`config.mk`:
```
export PLATFORM = sky130hd
export DESIGN_NAME = cache_subsystem
export DESIGN_NICKNAME = d
export VERILOG_FILES = /design/src/verilog/cache_pkg.sv /design/src/verilog/cache_bank.sv /design/src/verilog/cache_data_array.sv /design/src/verilog/cache_miss_table.sv /design/src/verilog/cache_output_align.sv /design/src/verilog/cache_subsystem.sv /design/src/verilog/cache_tag_array.sv
export SDC_FILE = /design/constraint.sdc
export NUM_CORES = 2
export LEC_CHECK = 0
export BUFFER_PORTS_ARGS = -buffer_cell sky130_fd_sc_hd__buf_4
export CAP_MARGIN = 40
export CORE_ASPECT_RATIO = 2
export CORE_MARGIN = 2
export CORE_UTILIZATION = 40
export CTS_BUF_LIST = sky130_fd_sc_hd__clkbuf_8
export DETAILED_ROUTE_END_ITERATION = 8
export SLEW_MARGIN = 20
export SYNTH_ARGS = -nofsm -noshare
export SYNTH_HDL_FRONTEND = slang
export SYNTH_SLANG_ARGS = --single-unit
export TNS_END_PERCENT = 5
```
`constraint.sdc`:
```
create_clock -name clk -period 32.5 [get_ports clk]
set_clock_uncertainty 0.05 [all_clocks]
set_input_delay 1.625 -clock clk [delete_from_list [all_inputs] [get_ports clk]]
set_output_delay 1.625 -clock clk [all_outputs]
set_load 0.01 [all_outputs]
```
`src/verilog/cache_pkg.sv`:
```
package cache_pkg;

  localparam int ADDR_W     = 15;
  localparam int LINE_BYTES = 16;
  localparam int NUM_SETS   = 4;
  localparam int TAG_W      = 9;
  localparam int NUM_WAYS   = 4;
  localparam int ID_W       = 4;
  localparam int MSHR_DEPTH = 2;

  // Address split and line width
  localparam int OFF_W  = $clog2(LINE_BYTES);
  localparam int IDX_W  = $clog2(NUM_SETS);
  localparam int WAY_W  = $clog2(NUM_WAYS);
  localparam int LINE_W = LINE_BYTES * 8;

  // Size code 0..3 means 1, 2, 4 or 8 bytes
  typedef struct packed {
    logic [ID_W-1:0]   id;
    logic              write;
    logic              uncached;
    logic [ADDR_W-1:0] addr;
    logic [1:0]        size;
    logic [63:0]       wdata;
  } cache_req_t;

  typedef struct packed {
    logic [ID_W-1:0] id;
    logic            write;
    logic [63:0]     data;
  } cache_resp_t;

  typedef struct packed {
    logic              write;
    logic [ADDR_W-1:0] addr;
    logic [LINE_W-1:0] line;
    logic [LINE_BYTES-1:0] mask;
  } bus_req_t;

  typedef struct packed {
    logic [ADDR_W-1:0] addr;
    logic [LINE_W-1:0] line;
  } bus_resp_t;

  function automatic logic [ADDR_W-1:0] line_of(input logic [ADDR_W-1:0] addr);
    return {addr[ADDR_W-1:OFF_W], OFF_W'(0)};
  endfunction

  function automatic logic [LINE_BYTES-1:0] size_mask(input logic [1:0] size,
                                                      input logic [OFF_W-1:0] offset);
    logic [LINE_BYTES-1:0] base;
    base = LINE_BYTES'((1 << (1 << size)) - 1);
    return base << offset;
  endfunction

  function automatic logic [LINE_W-1:0] place_bytes(input logic [63:0] data,
                                                    input logic [OFF_W-1:0] offset);
    return LINE_W'(data) << {offset, 3'b000};
  endfunction

  // Bytes of new_line under the mask, the rest from old_line
  function automatic logic [LINE_W-1:0] merge_bytes(input logic [LINE_W-1:0] old_line,
                                                    input logic [LINE_W-1:0] new_line,
                                                    input logic [LINE_BYTES-1:0] mask);
    logic [LINE_W-1:0] merged;
    for (int b = 0; b < LINE_BYTES; b++) begin
      merged[b*8 +: 8] = mask[b] ? new_line[b*8 +: 8] : old_line[b*8 +: 8];
    end
    return merged;
  endfunction

endpackage

```
`src/verilog/cache_bank.sv`:
```
`timescale 1ns/10ps

module cache_bank import cache_pkg::*; (
  input  logic                  clk,
  input  logic                  arst_n,
  input  logic                  req_valid,
  input  cache_req_t            req,
  output logic                  req_ready,
  output logic                  bus_req_valid,
  input  logic                  bus_req_ready,
  output bus_req_t              bus_req,
  input  logic                  bus_resp_valid,
  input  bus_resp_t             bus_resp,
  // Tag array
  output logic [IDX_W-1:0]      lookup_index,
  output logic [TAG_W-1:0]      lookup_tag,
  input  logic                  hit,
  input  logic [WAY_W-1:0]      hit_way,
  input  logic [WAY_W-1:0]      victim_way,
  input  logic                  victim_dirty,
  input  logic [TAG_W-1:0]      victim_tag,
  output logic                  install,
  output logic [WAY_W-1:0]      install_way,
  output logic [TAG_W-1:0]      install_tag,
  output logic                  touch,
  output logic [WAY_W-1:0]      touch_way,
  output logic                  set_dirty,
  // Data array
  output logic [IDX_W-1:0]      rd_index,
  output logic [WAY_W-1:0]      rd_way,
  input  logic [LINE_W-1:0]     rd_line,
  output logic                  wr_en,
  output logic [IDX_W-1:0]      wr_index,
  output logic [WAY_W-1:0]      wr_way,
  output logic [LINE_BYTES-1:0] wr_mask,
  output logic [LINE_W-1:0]     wr_line,
  // Miss table
  output logic                  alloc,
  output cache_req_t            alloc_req,
  input  logic                  full,
  input  logic                  pending_match,
  output logic [ADDR_W-1:0]     probe_addr,
  output logic                  fill,
  output logic [ADDR_W-1:0]     fill_addr,
  input  logic                  head_valid,
  input  cache_req_t            head_req,
  // Output aligner
  output logic                  result_valid,
  output cache_req_t            result_req,
  output logic [LINE_W-1:0]     result_line
);

  logic [OFF_W-1:0]      req_off;
  logic [LINE_BYTES-1:0] req_mask;
  logic [LINE_W-1:0]     req_placed;
  logic [OFF_W-1:0]      head_off;
  logic [LINE_W-1:0]     fill_line;
  logic                  cached_hit;
  logic                  needs_bus;
  logic                  bus_free;
  logic                  wr_wait;
  logic                  ust_block;
  logic                  accept;
  logic                  hit_acc;
  logic                  issue;
  logic                  fill_wb;
  logic                  ust_done;
  bus_req_t              new_bus;

  // Bus output register with the writeback buffer behind it
  logic       bus_q_valid;
  logic       bus_q_ust;
  bus_req_t   bus_q;
  logic       wb_valid;
  bus_req_t   wb_q;
  cache_req_t ust_req;

  assign req_off    = req.addr[OFF_W-1:0];
  assign req_mask   = size_mask(req.size, req_off);
  assign req_placed = place_bytes(req.wdata, req_off);

  assign fill       = bus_resp_valid;
  assign fill_addr  = bus_resp.addr;
  assign probe_addr = req.addr;

  // The arriving fill takes the lookup port for its cycle
  assign lookup_index = fill ? bus_resp.addr[OFF_W +: IDX_W] : req.addr[OFF_W +: IDX_W];
  assign lookup_tag   = fill ? bus_resp.addr[ADDR_W-1 -: TAG_W] : req.addr[ADDR_W-1 -: TAG_W];
  assign rd_index     = lookup_index;
  assign rd_way       = fill ? victim_way : hit_way;

  assign cached_hit = !req.uncached && hit;
  assign needs_bus  = !cached_hit;
  assign bus_free   = !bus_q_valid || bus_req_ready;
  assign wr_wait    = wb_valid || (bus_q_valid && bus_q.write);
  // Uncached stores only go out with no line reads in flight
  assign ust_block  = req.uncached && req.write && head_valid;

  assign req_ready = !full && !pending_match && !wr_wait && !fill && !ust_block &&
                     (bus_free || !needs_bus);

  assign accept  = req_valid && req_ready;
  assign hit_acc = accept && cached_hit;
  assign issue   = accept && needs_bus;

  // Misses and uncached loads wait in the table for their line
  assign alloc     = issue && !(req.uncached && req.write);
  assign alloc_req = req;

  assign touch     = hit_acc;
  assign touch_way = hit_way;
  assign set_dirty = fill ? head_req.write : req.write;

  // Install the returned line, with a waiting store merged in
  assign head_off    = head_req.addr[OFF_W-1:0];
  assign fill_line   = head_req.write ?
                       merge_bytes(bus_resp.line, place_bytes(head_req.wdata, head_off),
                                   size_mask(head_req.size, head_off)) :
                       bus_resp.line;
  assign install     = fill && head_valid && !head_req.uncached;
  assign install_way = victim_way;
  assign install_tag = lookup_tag;
  assign fill_wb     = install && victim_dirty;

  assign wr_en    = install || (hit_acc && req.write);
  assign wr_index = lookup_index;
  assign wr_way   = rd_way;
  assign wr_mask  = install ? '1 : req_mask;
  assign wr_line  = install ? fill_line : req_placed;

  always_comb begin
    new_bus.write = req.uncached && req.write;
    new_bus.addr  = line_of(req.addr);
    new_bus.line  = req_placed;
    new_bus.mask  = new_bus.write ? req_mask : '1;
  end

  assign ust_done = bus_q_valid && bus_req_ready && bus_q_ust;

  always_ff @(posedge clk or negedge arst_n) begin
    if (!arst_n) begin
      bus_q_valid  <= 1'b0;
      bus_q_ust    <= 1'b0;
      wb_valid     <= 1'b0;
      result_valid <= 1'b0;
    end else begin
      // Writeback goes ahead of any new request
      if (bus_free) begin
        bus_q_valid <= wb_valid || issue;
        bus_q_ust   <= !wb_valid && issue && new_bus.write;
      end
      wb_valid     <= fill_wb || (wb_valid && !bus_free);
      result_valid <= hit_acc || (fill && head_valid) || ust_done;
    end
  end

  always_ff @(posedge clk) begin
    if (bus_free) begin
      bus_q <= wb_valid ? wb_q : new_bus;
    end
    if (issue && new_bus.write) begin
      ust_req <= req;
    end
    if (fill_wb) begin
      wb_q.write <= 1'b1;
      wb_q.addr  <= {victim_tag, lookup_index, OFF_W'(0)};
      wb_q.line  <= rd_line;
      wb_q.mask  <= '1;
    end
    if (fill) begin
      result_req  <= head_req;
      result_line <= fill_line;
    end else if (ust_done) begin
      result_req  <= ust_req;
      result_line <= '0;
    end else begin
      result_req  <= req;
      result_line <= rd_line;
    end
  end

  assign bus_req_valid = bus_q_valid;
  assign bus_req       = bus_q;

endmodule

```
`src/verilog/cache_data_array.sv`:
```
`timescale 1ns/10ps

module cache_data_array import cache_pkg::*; (
  input  logic                  clk,
  input  logic [IDX_W-1:0]      rd_index,
  input  logic [WAY_W-1:0]      rd_way,
  output logic [LINE_W-1:0]     rd_line,
  input  logic                  wr_en,
  input  logic [IDX_W-1:0]      wr_index,
  input  logic [WAY_W-1:0]      wr_way,
  input  logic [LINE_BYTES-1:0] wr_mask,
  input  logic [LINE_W-1:0]     wr_line
);

  // One line per set and way, addressed as {index, way}
  logic [LINE_W-1:0] lines [NUM_SETS*NUM_WAYS];

  assign rd_line = lines[{rd_index, rd_way}];

  // Fills come with a full mask, store hits with their size mask
  always_ff @(posedge clk) begin
    if (wr_en) begin
      for (int b = 0; b < LINE_BYTES; b++) begin
        if (wr_mask[b]) begin
          lines[{wr_index, wr_way}][b*8 +: 8] <= wr_line[b*8 +: 8];
        end
      end
    end
  end

endmodule

```
`src/verilog/cache_miss_table.sv`:
```
`timescale 1ns/10ps

module cache_miss_table import cache_pkg::*; (
  input  logic              clk,
  input  logic              arst_n,
  input  logic              alloc,
  input  cache_req_t        alloc_req,
  output logic              full,
  output logic              pending_match,
  input  logic [ADDR_W-1:0] probe_addr,
  input  logic              fill,
  input  logic [ADDR_W-1:0] fill_addr,
  output logic              head_valid,
  output cache_req_t        head_req
);

  // Slot 0 holds the oldest entry, same order as the bus reads
  logic [MSHR_DEPTH-1:0] vld;
  logic [MSHR_DEPTH-1:0] vld_shift;
  cache_req_t            ent [MSHR_DEPTH];
  logic                  pop;
  int                    slot;

  assign pop       = fill && vld[0] && line_of(fill_addr) == line_of(ent[0].addr);
  assign vld_shift = pop ? (vld >> 1) : vld;

  // First free slot after the head leaves
  always_comb begin
    slot = MSHR_DEPTH - 1;
    for (int i = MSHR_DEPTH - 1; i >= 0; i--) begin
      if (!vld_shift[i]) begin
        slot = i;
      end
    end
  end

  always_comb begin
    pending_match = 1'b0;
    for (int i = 0; i < MSHR_DEPTH; i++) begin
      if (vld[i] && line_of(ent[i].addr) == line_of(probe_addr)) begin
        pending_match = 1'b1;
      end
    end
  end

  always_ff @(posedge clk or negedge arst_n) begin
    if (!arst_n) begin
      vld <= '0;
    end else begin
      vld <= vld_shift;
      if (alloc) begin
        vld[slot] <= 1'b1;
      end
    end
  end

  always_ff @(posedge clk) begin
    if (pop) begin
      for (int i = 0; i < MSHR_DEPTH - 1; i++) begin
        ent[i] <= ent[i+1];
      end
    end
    if (alloc) begin
      ent[slot] <= alloc_req;
    end
  end

  assign full       = &vld;
  assign head_valid = vld[0];
  assign head_req   = ent[0];

endmodule

```
`src/verilog/cache_output_align.sv`:
```
`timescale 1ns/10ps

module cache_output_align import cache_pkg::*; (
  input  logic              clk,
  input  logic              arst_n,
  input  logic              result_valid,
  input  cache_req_t        result_req,
  input  logic [LINE_W-1:0] result_line,
  output logic              resp_valid,
  output cache_resp_t       resp
);

  logic [OFF_W-1:0] off;
  logic [63:0]      half;
  logic [63:0]      shifted;
  logic [63:0]      sized;

  // Accesses stay inside one 8-byte half
  assign off     = result_req.addr[OFF_W-1:0];
  assign half    = off[3] ? result_line[LINE_W-1:64] : result_line[63:0];
  assign shifted = half >> {off[2:0], 3'b000};

  always_comb begin
    case (result_req.size)
      2'd0:    sized = {56'd0, shifted[7:0]};
      2'd1:    sized = {48'd0, shifted[15:0]};
      2'd2:    sized = {32'd0, shifted[31:0]};
      default: sized = shifted;
    endcase
  end

  always_ff @(posedge clk or negedge arst_n) begin
    if (!arst_n) begin
      resp_valid <= 1'b0;
    end else begin
      resp_valid <= result_valid;
    end
  end

  // Stores answer with zero data
  always_ff @(posedge clk) begin
    if (result_valid) begin
      resp.id    <= result_req.id;
      resp.write <= result_req.write;
      resp.data  <= result_req.write ? 64'd0 : sized;
    end
  end

endmodule

```
`src/verilog/cache_subsystem.sv`:
```
`timescale 1ns/10ps

module cache_subsystem import cache_pkg::*; (
  input  logic        clk,
  input  logic        arst_n,
  input  logic        req_valid,
  output logic        req_ready,
  input  cache_req_t  req,
  output logic        resp_valid,
  output cache_resp_t resp,
  output logic        bus_req_valid,
  input  logic        bus_req_ready,
  output bus_req_t    bus_req,
  input  logic        bus_resp_valid,
  input  bus_resp_t   bus_resp
);

  // Tag array
  logic [IDX_W-1:0] lookup_index;
  logic [TAG_W-1:0] lookup_tag;
  logic             hit;
  logic [WAY_W-1:0] hit_way;
  logic [WAY_W-1:0] victim_way;
  logic             victim_dirty;
  logic [TAG_W-1:0] victim_tag;
  logic             install;
  logic [WAY_W-1:0] install_way;
  logic [TAG_W-1:0] install_tag;
  logic             touch;
  logic [WAY_W-1:0] touch_way;
  logic             set_dirty;

  // Data array
  logic [IDX_W-1:0]      rd_index;
  logic [WAY_W-1:0]      rd_way;
  logic [LINE_W-1:0]     rd_line;
  logic                  wr_en;
  logic [IDX_W-1:0]      wr_index;
  logic [WAY_W-1:0]      wr_way;
  logic [LINE_BYTES-1:0] wr_mask;
  logic [LINE_W-1:0]     wr_line;

  // Miss table
  logic              alloc;
  cache_req_t        alloc_req;
  logic              full;
  logic              pending_match;
  logic [ADDR_W-1:0] probe_addr;
  logic              fill;
  logic [ADDR_W-1:0] fill_addr;
  logic              head_valid;
  cache_req_t        head_req;

  // Bank to aligner
  logic              result_valid;
  cache_req_t        result_req;
  logic [LINE_W-1:0] result_line;

  cache_bank u_bank (
    .clk, .arst_n,
    .req_valid, .req, .req_ready,
    .bus_req_valid, .bus_req_ready, .bus_req,
    .bus_resp_valid, .bus_resp,
    .lookup_index, .lookup_tag, .hit, .hit_way,
    .victim_way, .victim_dirty, .victim_tag,
    .install, .install_way, .install_tag, .touch, .touch_way, .set_dirty,
    .rd_index, .rd_way, .rd_line,
    .wr_en, .wr_index, .wr_way, .wr_mask, .wr_line,
    .alloc, .alloc_req, .full, .pending_match, .probe_addr,
    .fill, .fill_addr, .head_valid, .head_req,
    .result_valid, .result_req, .result_line
  );

  cache_tag_array u_tags (
    .clk, .arst_n,
    .lookup_index, .lookup_tag, .hit, .hit_way,
    .victim_way, .victim_dirty, .victim_tag,
    .install, .install_way, .install_tag, .touch, .touch_way, .set_dirty
  );

  cache_data_array u_data (
    .clk,
    .rd_index, .rd_way, .rd_line,
    .wr_en, .wr_index, .wr_way, .wr_mask, .wr_line
  );

  cache_miss_table u_mshr (
    .clk, .arst_n,
    .alloc, .alloc_req, .full, .pending_match, .probe_addr,
    .fill, .fill_addr, .head_valid, .head_req
  );

  cache_output_align u_align (
    .clk, .arst_n,
    .result_valid, .result_req, .result_line,
    .resp_valid, .resp
  );

endmodule

```
`src/verilog/cache_tag_array.sv`:
```
`timescale 1ns/10ps

module cache_tag_array import cache_pkg::*; (
  input  logic             clk,
  input  logic             arst_n,
  input  logic [IDX_W-1:0] lookup_index,
  input  logic [TAG_W-1:0] lookup_tag,
  output logic             hit,
  output logic [WAY_W-1:0] hit_way,
  output logic [WAY_W-1:0] victim_way,
  output logic             victim_dirty,
  output logic [TAG_W-1:0] victim_tag,
  input  logic             install,
  input  logic [WAY_W-1:0] install_way,
  input  logic [TAG_W-1:0] install_tag,
  input  logic             touch,
  input  logic [WAY_W-1:0] touch_way,
  input  logic             set_dirty
);

  logic [NUM_SETS-1:0][NUM_WAYS-1:0] valid;
  logic [NUM_SETS-1:0][NUM_WAYS-1:0] dirty;
  logic [NUM_SETS-1:0][2:0]          plru;
  logic [TAG_W-1:0]                  tags [NUM_SETS][NUM_WAYS];

  logic [WAY_W-1:0] lru_way;
  logic [WAY_W-1:0] used_way;
  logic [2:0]       plru_next;

  // All four ways compared at once
  always_comb begin
    hit     = 1'b0;
    hit_way = '0;
    for (int w = 0; w < NUM_WAYS; w++) begin
      if (valid[lookup_index][w] && tags[lookup_index][w] == lookup_tag) begin
        hit     = 1'b1;
        hit_way = WAY_W'(w);
      end
    end
  end

  // Bit 0 picks the half, bit 1 or 2 the way within it
  assign lru_way = plru[lookup_index][0] ? {1'b1, plru[lookup_index][2]}
                                         : {1'b0, plru[lookup_index][1]};

  // Lowest invalid way wins over the LRU choice
  always_comb begin
    victim_way = lru_way;
    for (int w = NUM_WAYS - 1; w >= 0; w--) begin
      if (!valid[lookup_index][w]) begin
        victim_way = WAY_W'(w);
      end
    end
  end

  assign victim_dirty = valid[lookup_index][victim_way] && dirty[lookup_index][victim_way];
  assign victim_tag   = tags[lookup_index][victim_way];

  // Tree points away from the way just used
  assign used_way = install ? install_way : touch_way;

  always_comb begin
    plru_next    = plru[lookup_index];
    plru_next[0] = ~used_way[1];
    if (used_way[1]) begin
      plru_next[2] = ~used_way[0];
    end else begin
      plru_next[1] = ~used_way[0];
    end
  end

  always_ff @(posedge clk or negedge arst_n) begin
    if (!arst_n) begin
      valid <= '0;
      dirty <= '0;
      plru  <= '0;
    end else if (install) begin
      valid[lookup_index][install_way] <= 1'b1;
      dirty[lookup_index][install_way] <= set_dirty;
      plru[lookup_index]               <= plru_next;
    end else if (touch) begin
      if (set_dirty) begin
        dirty[lookup_index][touch_way] <= 1'b1;
      end
      plru[lookup_index] <= plru_next;
    end
  end

  always_ff @(posedge clk) begin
    if (install) begin
      tags[lookup_index][install_way] <= install_tag;
    end
  end

endmodule
```
Word-level counts from Yosys, hierarchy flattened
Memories as Yosys holds them, arrays and structs flattened.
Index checks and enable logic that the tools add are counted.
- bits in registers: 641
- bits in writable memories: 2366
- output and inout port bits: 232
- logic and storage cells: 283
- memories kept: 3
- add/subtract/negate cells: 2
- magnitude comparators: 10
- equal/unequal tests: 9
- shift-type cells: 9
- muxes and demuxes: 142
- bitwise gates (word level): 7
- reduce and logical (&&, ||, !) cells: 63
- memories (name ; words ; bits a word ; read ports ; clocked after memory_dff ; write ports ; RTL line ; text):
    u_data.lines ; 16 ; 128 ; 1 ; 0 ; 1 ; cache_data_array.sv:16 ; logic [LINE_W-1:0] lines [NUM_SETS*NUM_WAYS];
    u_mshr.ent ; 2 ; 87 ; 2 ; 0 ; 1 ; cache_miss_table.sv:20 ; cache_req_t ent [MSHR_DEPTH];
    u_tags.tags ; 4 ; 36 ; 1 ; 0 ; 1 ; cache_tag_array.sv:24 ; logic [TAG_W-1:0] tags [NUM_SETS][NUM_WAYS];
- operators by type and width (operator ; count):
    $mux W128 ; 4
    $mux W87 ; 3
    $shl A64 B7 Y128 ; 2
    $pmux W64 S3 ; 1
    $mux W159 ; 1
    $mux W8 ; 16
    $reduce_or A87 Y1 ; 1
    $mux W16 ; 5
    $mux W1 ; 71
    $mux W64 ; 1
    $shl A1 B2 Y32 const A ; 2
    $shl A1 B32 Y16 const A ; 2
    $shr A64 B6 Y64 ; 1
    $eq A9 B9 Y1 ; 4
    $logic_and A1 B1 Y1 ; 36
    $mux W36 ; 1
    $mux W9 ; 4
    $eq A11 B11 Y1 ; 3
    $or A16 B16 Y16 ; 2
    $shl A16 B4 Y16 ; 2
    $sub A16 B2 Y16 const B ; 2
    $mux W12 ; 2
    $mux W2 ; 12
    $bmux W9 S2 ; 1
    other kinds (29) ; 63

Longest topological paths before layout
- word-level depth: 18
- mapped depth: 21
- gate-level depth less buffers: 13

Cells and area by module
A second synthesis with hierarchy kept.
- cell total of the unflattened synthesis: 7849
- area total of the unflattened synthesis: 131210.8 sq um
- by module, submodules not included (module ; instances ; cells an instance ; area each (sq um) ; seq. area each (sq um)):
    cache_data_array ; 1 ; 3524 ; 78118.7 ; 61499.0
    cache_bank ; 1 ; 3072 ; 32483.7 ; 15875.2
    cache_tag_array ; 1 ; 521 ; 8323.0 ; 5425.2
    cache_miss_table ; 1 ; 336 ; 6926.6 ; 5275.1
    cache_output_align ; 1 ; 396 ; 5358.9 ; 2097.0

Least setup slack after synthesis
OpenSTA, ideal clock, no wires.
- kind: input to register
- start point: input bus_resp_valid
- end point: register u_bank.wb_q[100] (netlist name), enable pin
- setup time: 890 ps
- arrival time: 14898 ps
- required time: 31560 ps
- slack: 16663 ps
- stages: 12
- path through: buf_6 mux2i_4 inv_6 buf_6 buf_6 buf_4 and3_1 a311oi_1 a31oi_1 a21oi_1 nand3_1 a311oi_1
- word-level cells in the longest chain between the ends: 12
- elaborated cells between the ends (all ways): 20
- RTL lines (element ; RTL line ; text):
    start: declaration ; cache_subsystem.sv:14 ; input logic bus_resp_valid,
    $mux W2 ; cache_bank.sv:87 ; assign lookup_index = fill ? bus_resp.addr[OFF_W +: IDX_W] : req.addr[OFF_W +: IDX_W];
    $bmux W3 S2 ; cache_tag_array.sv:43, cache_tag_array.sv:44 ;
    $mux W3 (implied by the code) ; cache_tag_array.sv:43 ; assign lru_way = plru[lookup_index][0] ? {1'b1, plru[lookup_index][2]}
    $mux W2 ; cache_tag_array.sv:43 ;
    $mux W2 (4 in a row) ; cache_tag_array.sv:50 ; if (!valid[lookup_index][w]) begin
    $bmux W1 S2 ; cache_tag_array.sv:56 ; assign victim_dirty = valid[lookup_index][victim_way] && dirty[lookup_index][victim_way];
    $mux W1 (implied by the code) ; cache_tag_array.sv:56 ;
    $logic_and A1 B1 Y1 ; cache_tag_array.sv:56 ;
    $logic_and A1 B1 Y1 * ; cache_bank.sv:123 ; assign fill_wb = install && victim_dirty;
    via u_bank.fill_wb ; cache_bank.sv:66 ; logic fill_wb;
    end: declaration ; cache_bank.sv:75 ; bus_req_t wb_q;
The timed path passes the listed nets; every way through them passes the cells marked *. The select of a mux whose other input is x is not followed.
A chain may end at the register's enable or synchronous reset.

Worst setup path after layout
- start point: input bus_resp_valid
- end point: register u_bank.wb_q[102] (netlist name), data pin
- word-level cells in the longest chain between the ends: 10
- elaborated cells between the ends (all ways): 23
- RTL lines (element ; RTL line ; text):
    parallel branches: the longest is 9 deep, another holds $mem_v2 Z4 W36 ; - ;
    $mem_v2 Z16 W128 * ; - ;
    via rd_line[86] ; cache_subsystem.sv:36 ; logic [LINE_W-1:0] rd_line;
Mark *: on every way through the listed nets, which the timed path passes. The select of a mux whose other input is x is not followed.

==> flow_summary.toml <==
[status]
status = "finished, final reports clean"

[floorplanning]
die_h_um = 830
die_area_sq_um = 346000
ioPinCount = 467
fp.dieW_um = 417
coreArea_sq_um = 340000
initial_core_util_pct = 40.1
fp-row-count = 303

[synthesis]
synth_fa_ha_area_share_pct = 0.0367
synthCells = 10300
synthArstFlopShare_pct = 1.74
synth_flop_cell = "edfxtp_1"
synthMuxAreaShare_pct = 11.8
synth_area_leaders = "edfxtp_1 60%, mux2i_1 5.5%, mux2_2 3.9%"
synth_compound_area_share_pct = 14.2
yosysWarnings = 0
yosys.area_share.simple_pct = 6.57
synth_seq_cells = 2931
synth_top_area_share_pct = 60.3
syn_area_per_cell_sq_um = 13.3
synth_top_cell_by_area = "edfxtp_1"
synth_edf_count = 2741
synth.distinct_cells = 83
synth_seq_area_share_pct = 63.3
synth_top_family_by_area = "compound AO/OA/AOI/OAI gates"
synth-xor-area-share_pct = 0.494
syn_area_sq_um = 136000

[final_layout]
instances_no_fill = 15900
layout-area-overhead-vs-synth_pct = 14.7
nNetsFinal = 11300
layout_commonest_cell = "edfxtp_1"
drive_gt1_share_pct = 20.8
final_cell_mix = "2741 x edfxtp_1, 1074 x buf_4, 737 x mux2i_1"
post-route-util_pct = 46.0

[sta]
finalSetupViolations = 0
hold_viol_final = 0
fin_tns_setup_ps = 0
fin_crit_sh_pct = 31.8
slew_headroom_pct = 20.9
grt_setup_unrepaired = "no"
slew_violations = 0
min_period_ps = 10350
final.setup.worst_slack_ps = 22150
fmax_mhz = 96.7
worst_slew_pin_slew_ps = 1190

[route]
dr.pass1.iters = 8
vias = 105000
route.detailed.drc = 0
drt_wl_total_mm = 586
drt-vias-per-instance = 6.58
ant_nets = 0
dr.first_iter.drc_count = 14700
wl_per_cell_um = 36.9

[critical_path]
crit_required_ps = 33230
critPathCaptureType = "register"
cp_max_fo = 91
worstSetupStartpointType = "primary input"
crit_type = "in -> reg"
crit_arrival_ps = 11080

[clock_network]
clock_latency_ps = 1140
cts_setup_buffers = 0
cts.clk_slew.worst_paths_ps = 70
clock_sinks = 2931
cts_inserted_buffers = 417
clockBufferDepth = 4
postCtsHoldBufs = 0
htree_levels = 5
root_buffer = "clkbuf_8"
cts_tree = "done"
cts_resized = 0

[hold_path]
hp-class = "reg -> reg"

[pwr]
p_int_mw = 6.33
p_leak_nw = 54.4
seqPwrFrac_pct = 47.7
combPwrFrac_pct = 21.5
power.clock.fraction_pct = 30.7
peakVddDrop_v = 0.0000399
swShare_pct = 31.9
switchingPower_mw = 2.96
powerDensity_nw_per_um2 = 59.4

[placement]
gp_congestion = 1.01
pre_cts_ws_ps = 21520
port_buffers = 458
dp_hpwl_mm = 409
dp.cells = 15000

[global_route]
first_global_vias = 100000
antenna_found_initial = 84
grt_pass1_wl_mm = 797
grt_overflow = 0
grt_max_degree = 122
track_usage_pct = 32.7

[job]
max-cap-violations = 0
==> critical path: stages <==
cell	delay, ps
buf_4	160
mux2i_4	240
buf_4	500
inv_12	300
buf_4	430
buf_16	260
mux2_2	280
o21ai_0	70
or4_1	550
a211oi_1	240
buf_2	230
a22o_4	550
buf_4	780
buf_4	800
buf_4	610
buf_4	690
buf_12	520
a221oi_1	200
a22oi_1	210
o221ai_1	460
o21ai_0	800
==> stage by stage <==
| step | hold slack [ps] | power, mW | cell area, sq um |
|---|---|---|---|
| final | 349 | 9.29 | 156000 |
| after global routing | 362 | 9.51 | 156000 |
| after CTS | 362 | 9.24 | 156000 |
| after detailed placement | 346 | 6.43 | 148000 |
| after global placement | 342 | 6.34 | 144000 |
| after floorplan | 336 | 5.52 | 136000 |
==> final cells by class <==
class | count | area (sq um)
diodes | 73 | 183
clock buffers | 446 | 6140
clock inverters | 305 | 1670
fillers | 30300 | 184000
inverters | 302 | 1170
multi-input cells | 6172 | 45600
flip-flops and latches | 2931 | 86400
well taps | 4422 | 5530
repair buffers | 1225 | 9820
==> flip-flops by register name (all words and copies together) (netlist names) <==
signal / count
u_bank.result_line: 128
u_data.lines: 2048
u_bank.bus_req_valid: 1
u_align.resp: 69
u_tags.plru: 12
u_bank.ust_req: 11
u_bank.result_req: 11
u_bank.bus_req: 156
u_tags.tags: 144
u_tags.valid: 16
u_align.resp_valid: 1
u_mshr.vld: 2
u_bank.result_valid: 1
u_bank.wb_q: 139
u_mshr.ent: 174
u_bank.wb_valid: 1
u_bank.bus_q_ust: 1
u_tags.dirty: 16
==> logic make-up (layout without fill, tap and decap cells) <==
kind of cell               after synthesis  count (layout)
muxes                                 1511            1511
DFF                                   2931            2931
and+or+nand+nor                       1911            1911
adders and majority gates                4               4
other                                    1              77
AOI/OAI and AO/OA                     2665            2665
xor gates and xnor gates                77              77
buffers and inverters                 1191            2278
==> worst paths after layout <==
path                                                from  cells after the start  slack (ps)                          to
max                                       bus_resp_valid                     21       22150  u_bank.wb_q[102]$_DFFE_PP_
min                        u_bank.result_req[85]$_DFF_P_                      0         350  u_align.resp[67]$_DFFE_PP_
max reg2reg                   u_tags.plru[6]$_DFFE_PN0P_                     14       24350  u_bank.wb_q[102]$_DFFE_PP_
min reg2reg                u_bank.result_req[85]$_DFF_P_                      0         350  u_align.resp[67]$_DFFE_PP_
max in group asynchronous                         arst_n                      1       31240   u_bank.wb_valid$_DFF_PN0_
min in group asynchronous                         arst_n                      1         500  u_tags.plru[6]$_DFFE_PN0P_
==> cell usage after synthesis, drive strengths merged, types with 9 or more instances <==
master / count
edfxtp: 2741
mux2: 757
mux2i: 750
nor2: 631
clkbuf: 564
nand2: 535
o21ai: 526
a221oi: 514
o221ai: 393
buf: 325
inv: 296
o31ai: 278
a21o: 273
nand4: 262
a21oi: 206
nand3: 202
a31oi: 145
a22oi: 140
dfxtp: 139
nand3b: 131
xnor2: 54
a211oi: 52
dfrtp: 51
a22o: 36
nor3: 29
nand2b: 23
o22ai: 23
xor2: 23
a32o: 18
nor2b: 18
nor4: 17
or3: 16
and3: 15
or2: 11
a32oi: 10
a311oi: 9
==> power by group through the flow <==
stage	Combinational, mW	Sequential [mW]	Clock (mW)
2_1_floorplan	1.03	4.50	0
3_3_place_gp	1.83	4.51	0
3_5_place_dp	1.92	4.51	0
4_1_cts	1.93	4.43	2.88
5_1_grt	2.05	4.44	3.03
6_report	2.00	4.43	2.86
==> metal layers <==
| metal | up-vias | track usage, % | share of wire [%] |
|---|---|---|---|
| li1 | 42400 | - | - |
| met1 | 52500 | 37.2 | 34 |
| met2 | 7668 | 50.9 | 45 |
| met3 | 1817 | 9.05 | 11 |
| met4 | 34 | 28.0 | 10 |
| met5 | - | 0.0695 | 0.080 |
(Power assumes the default switching activity.)
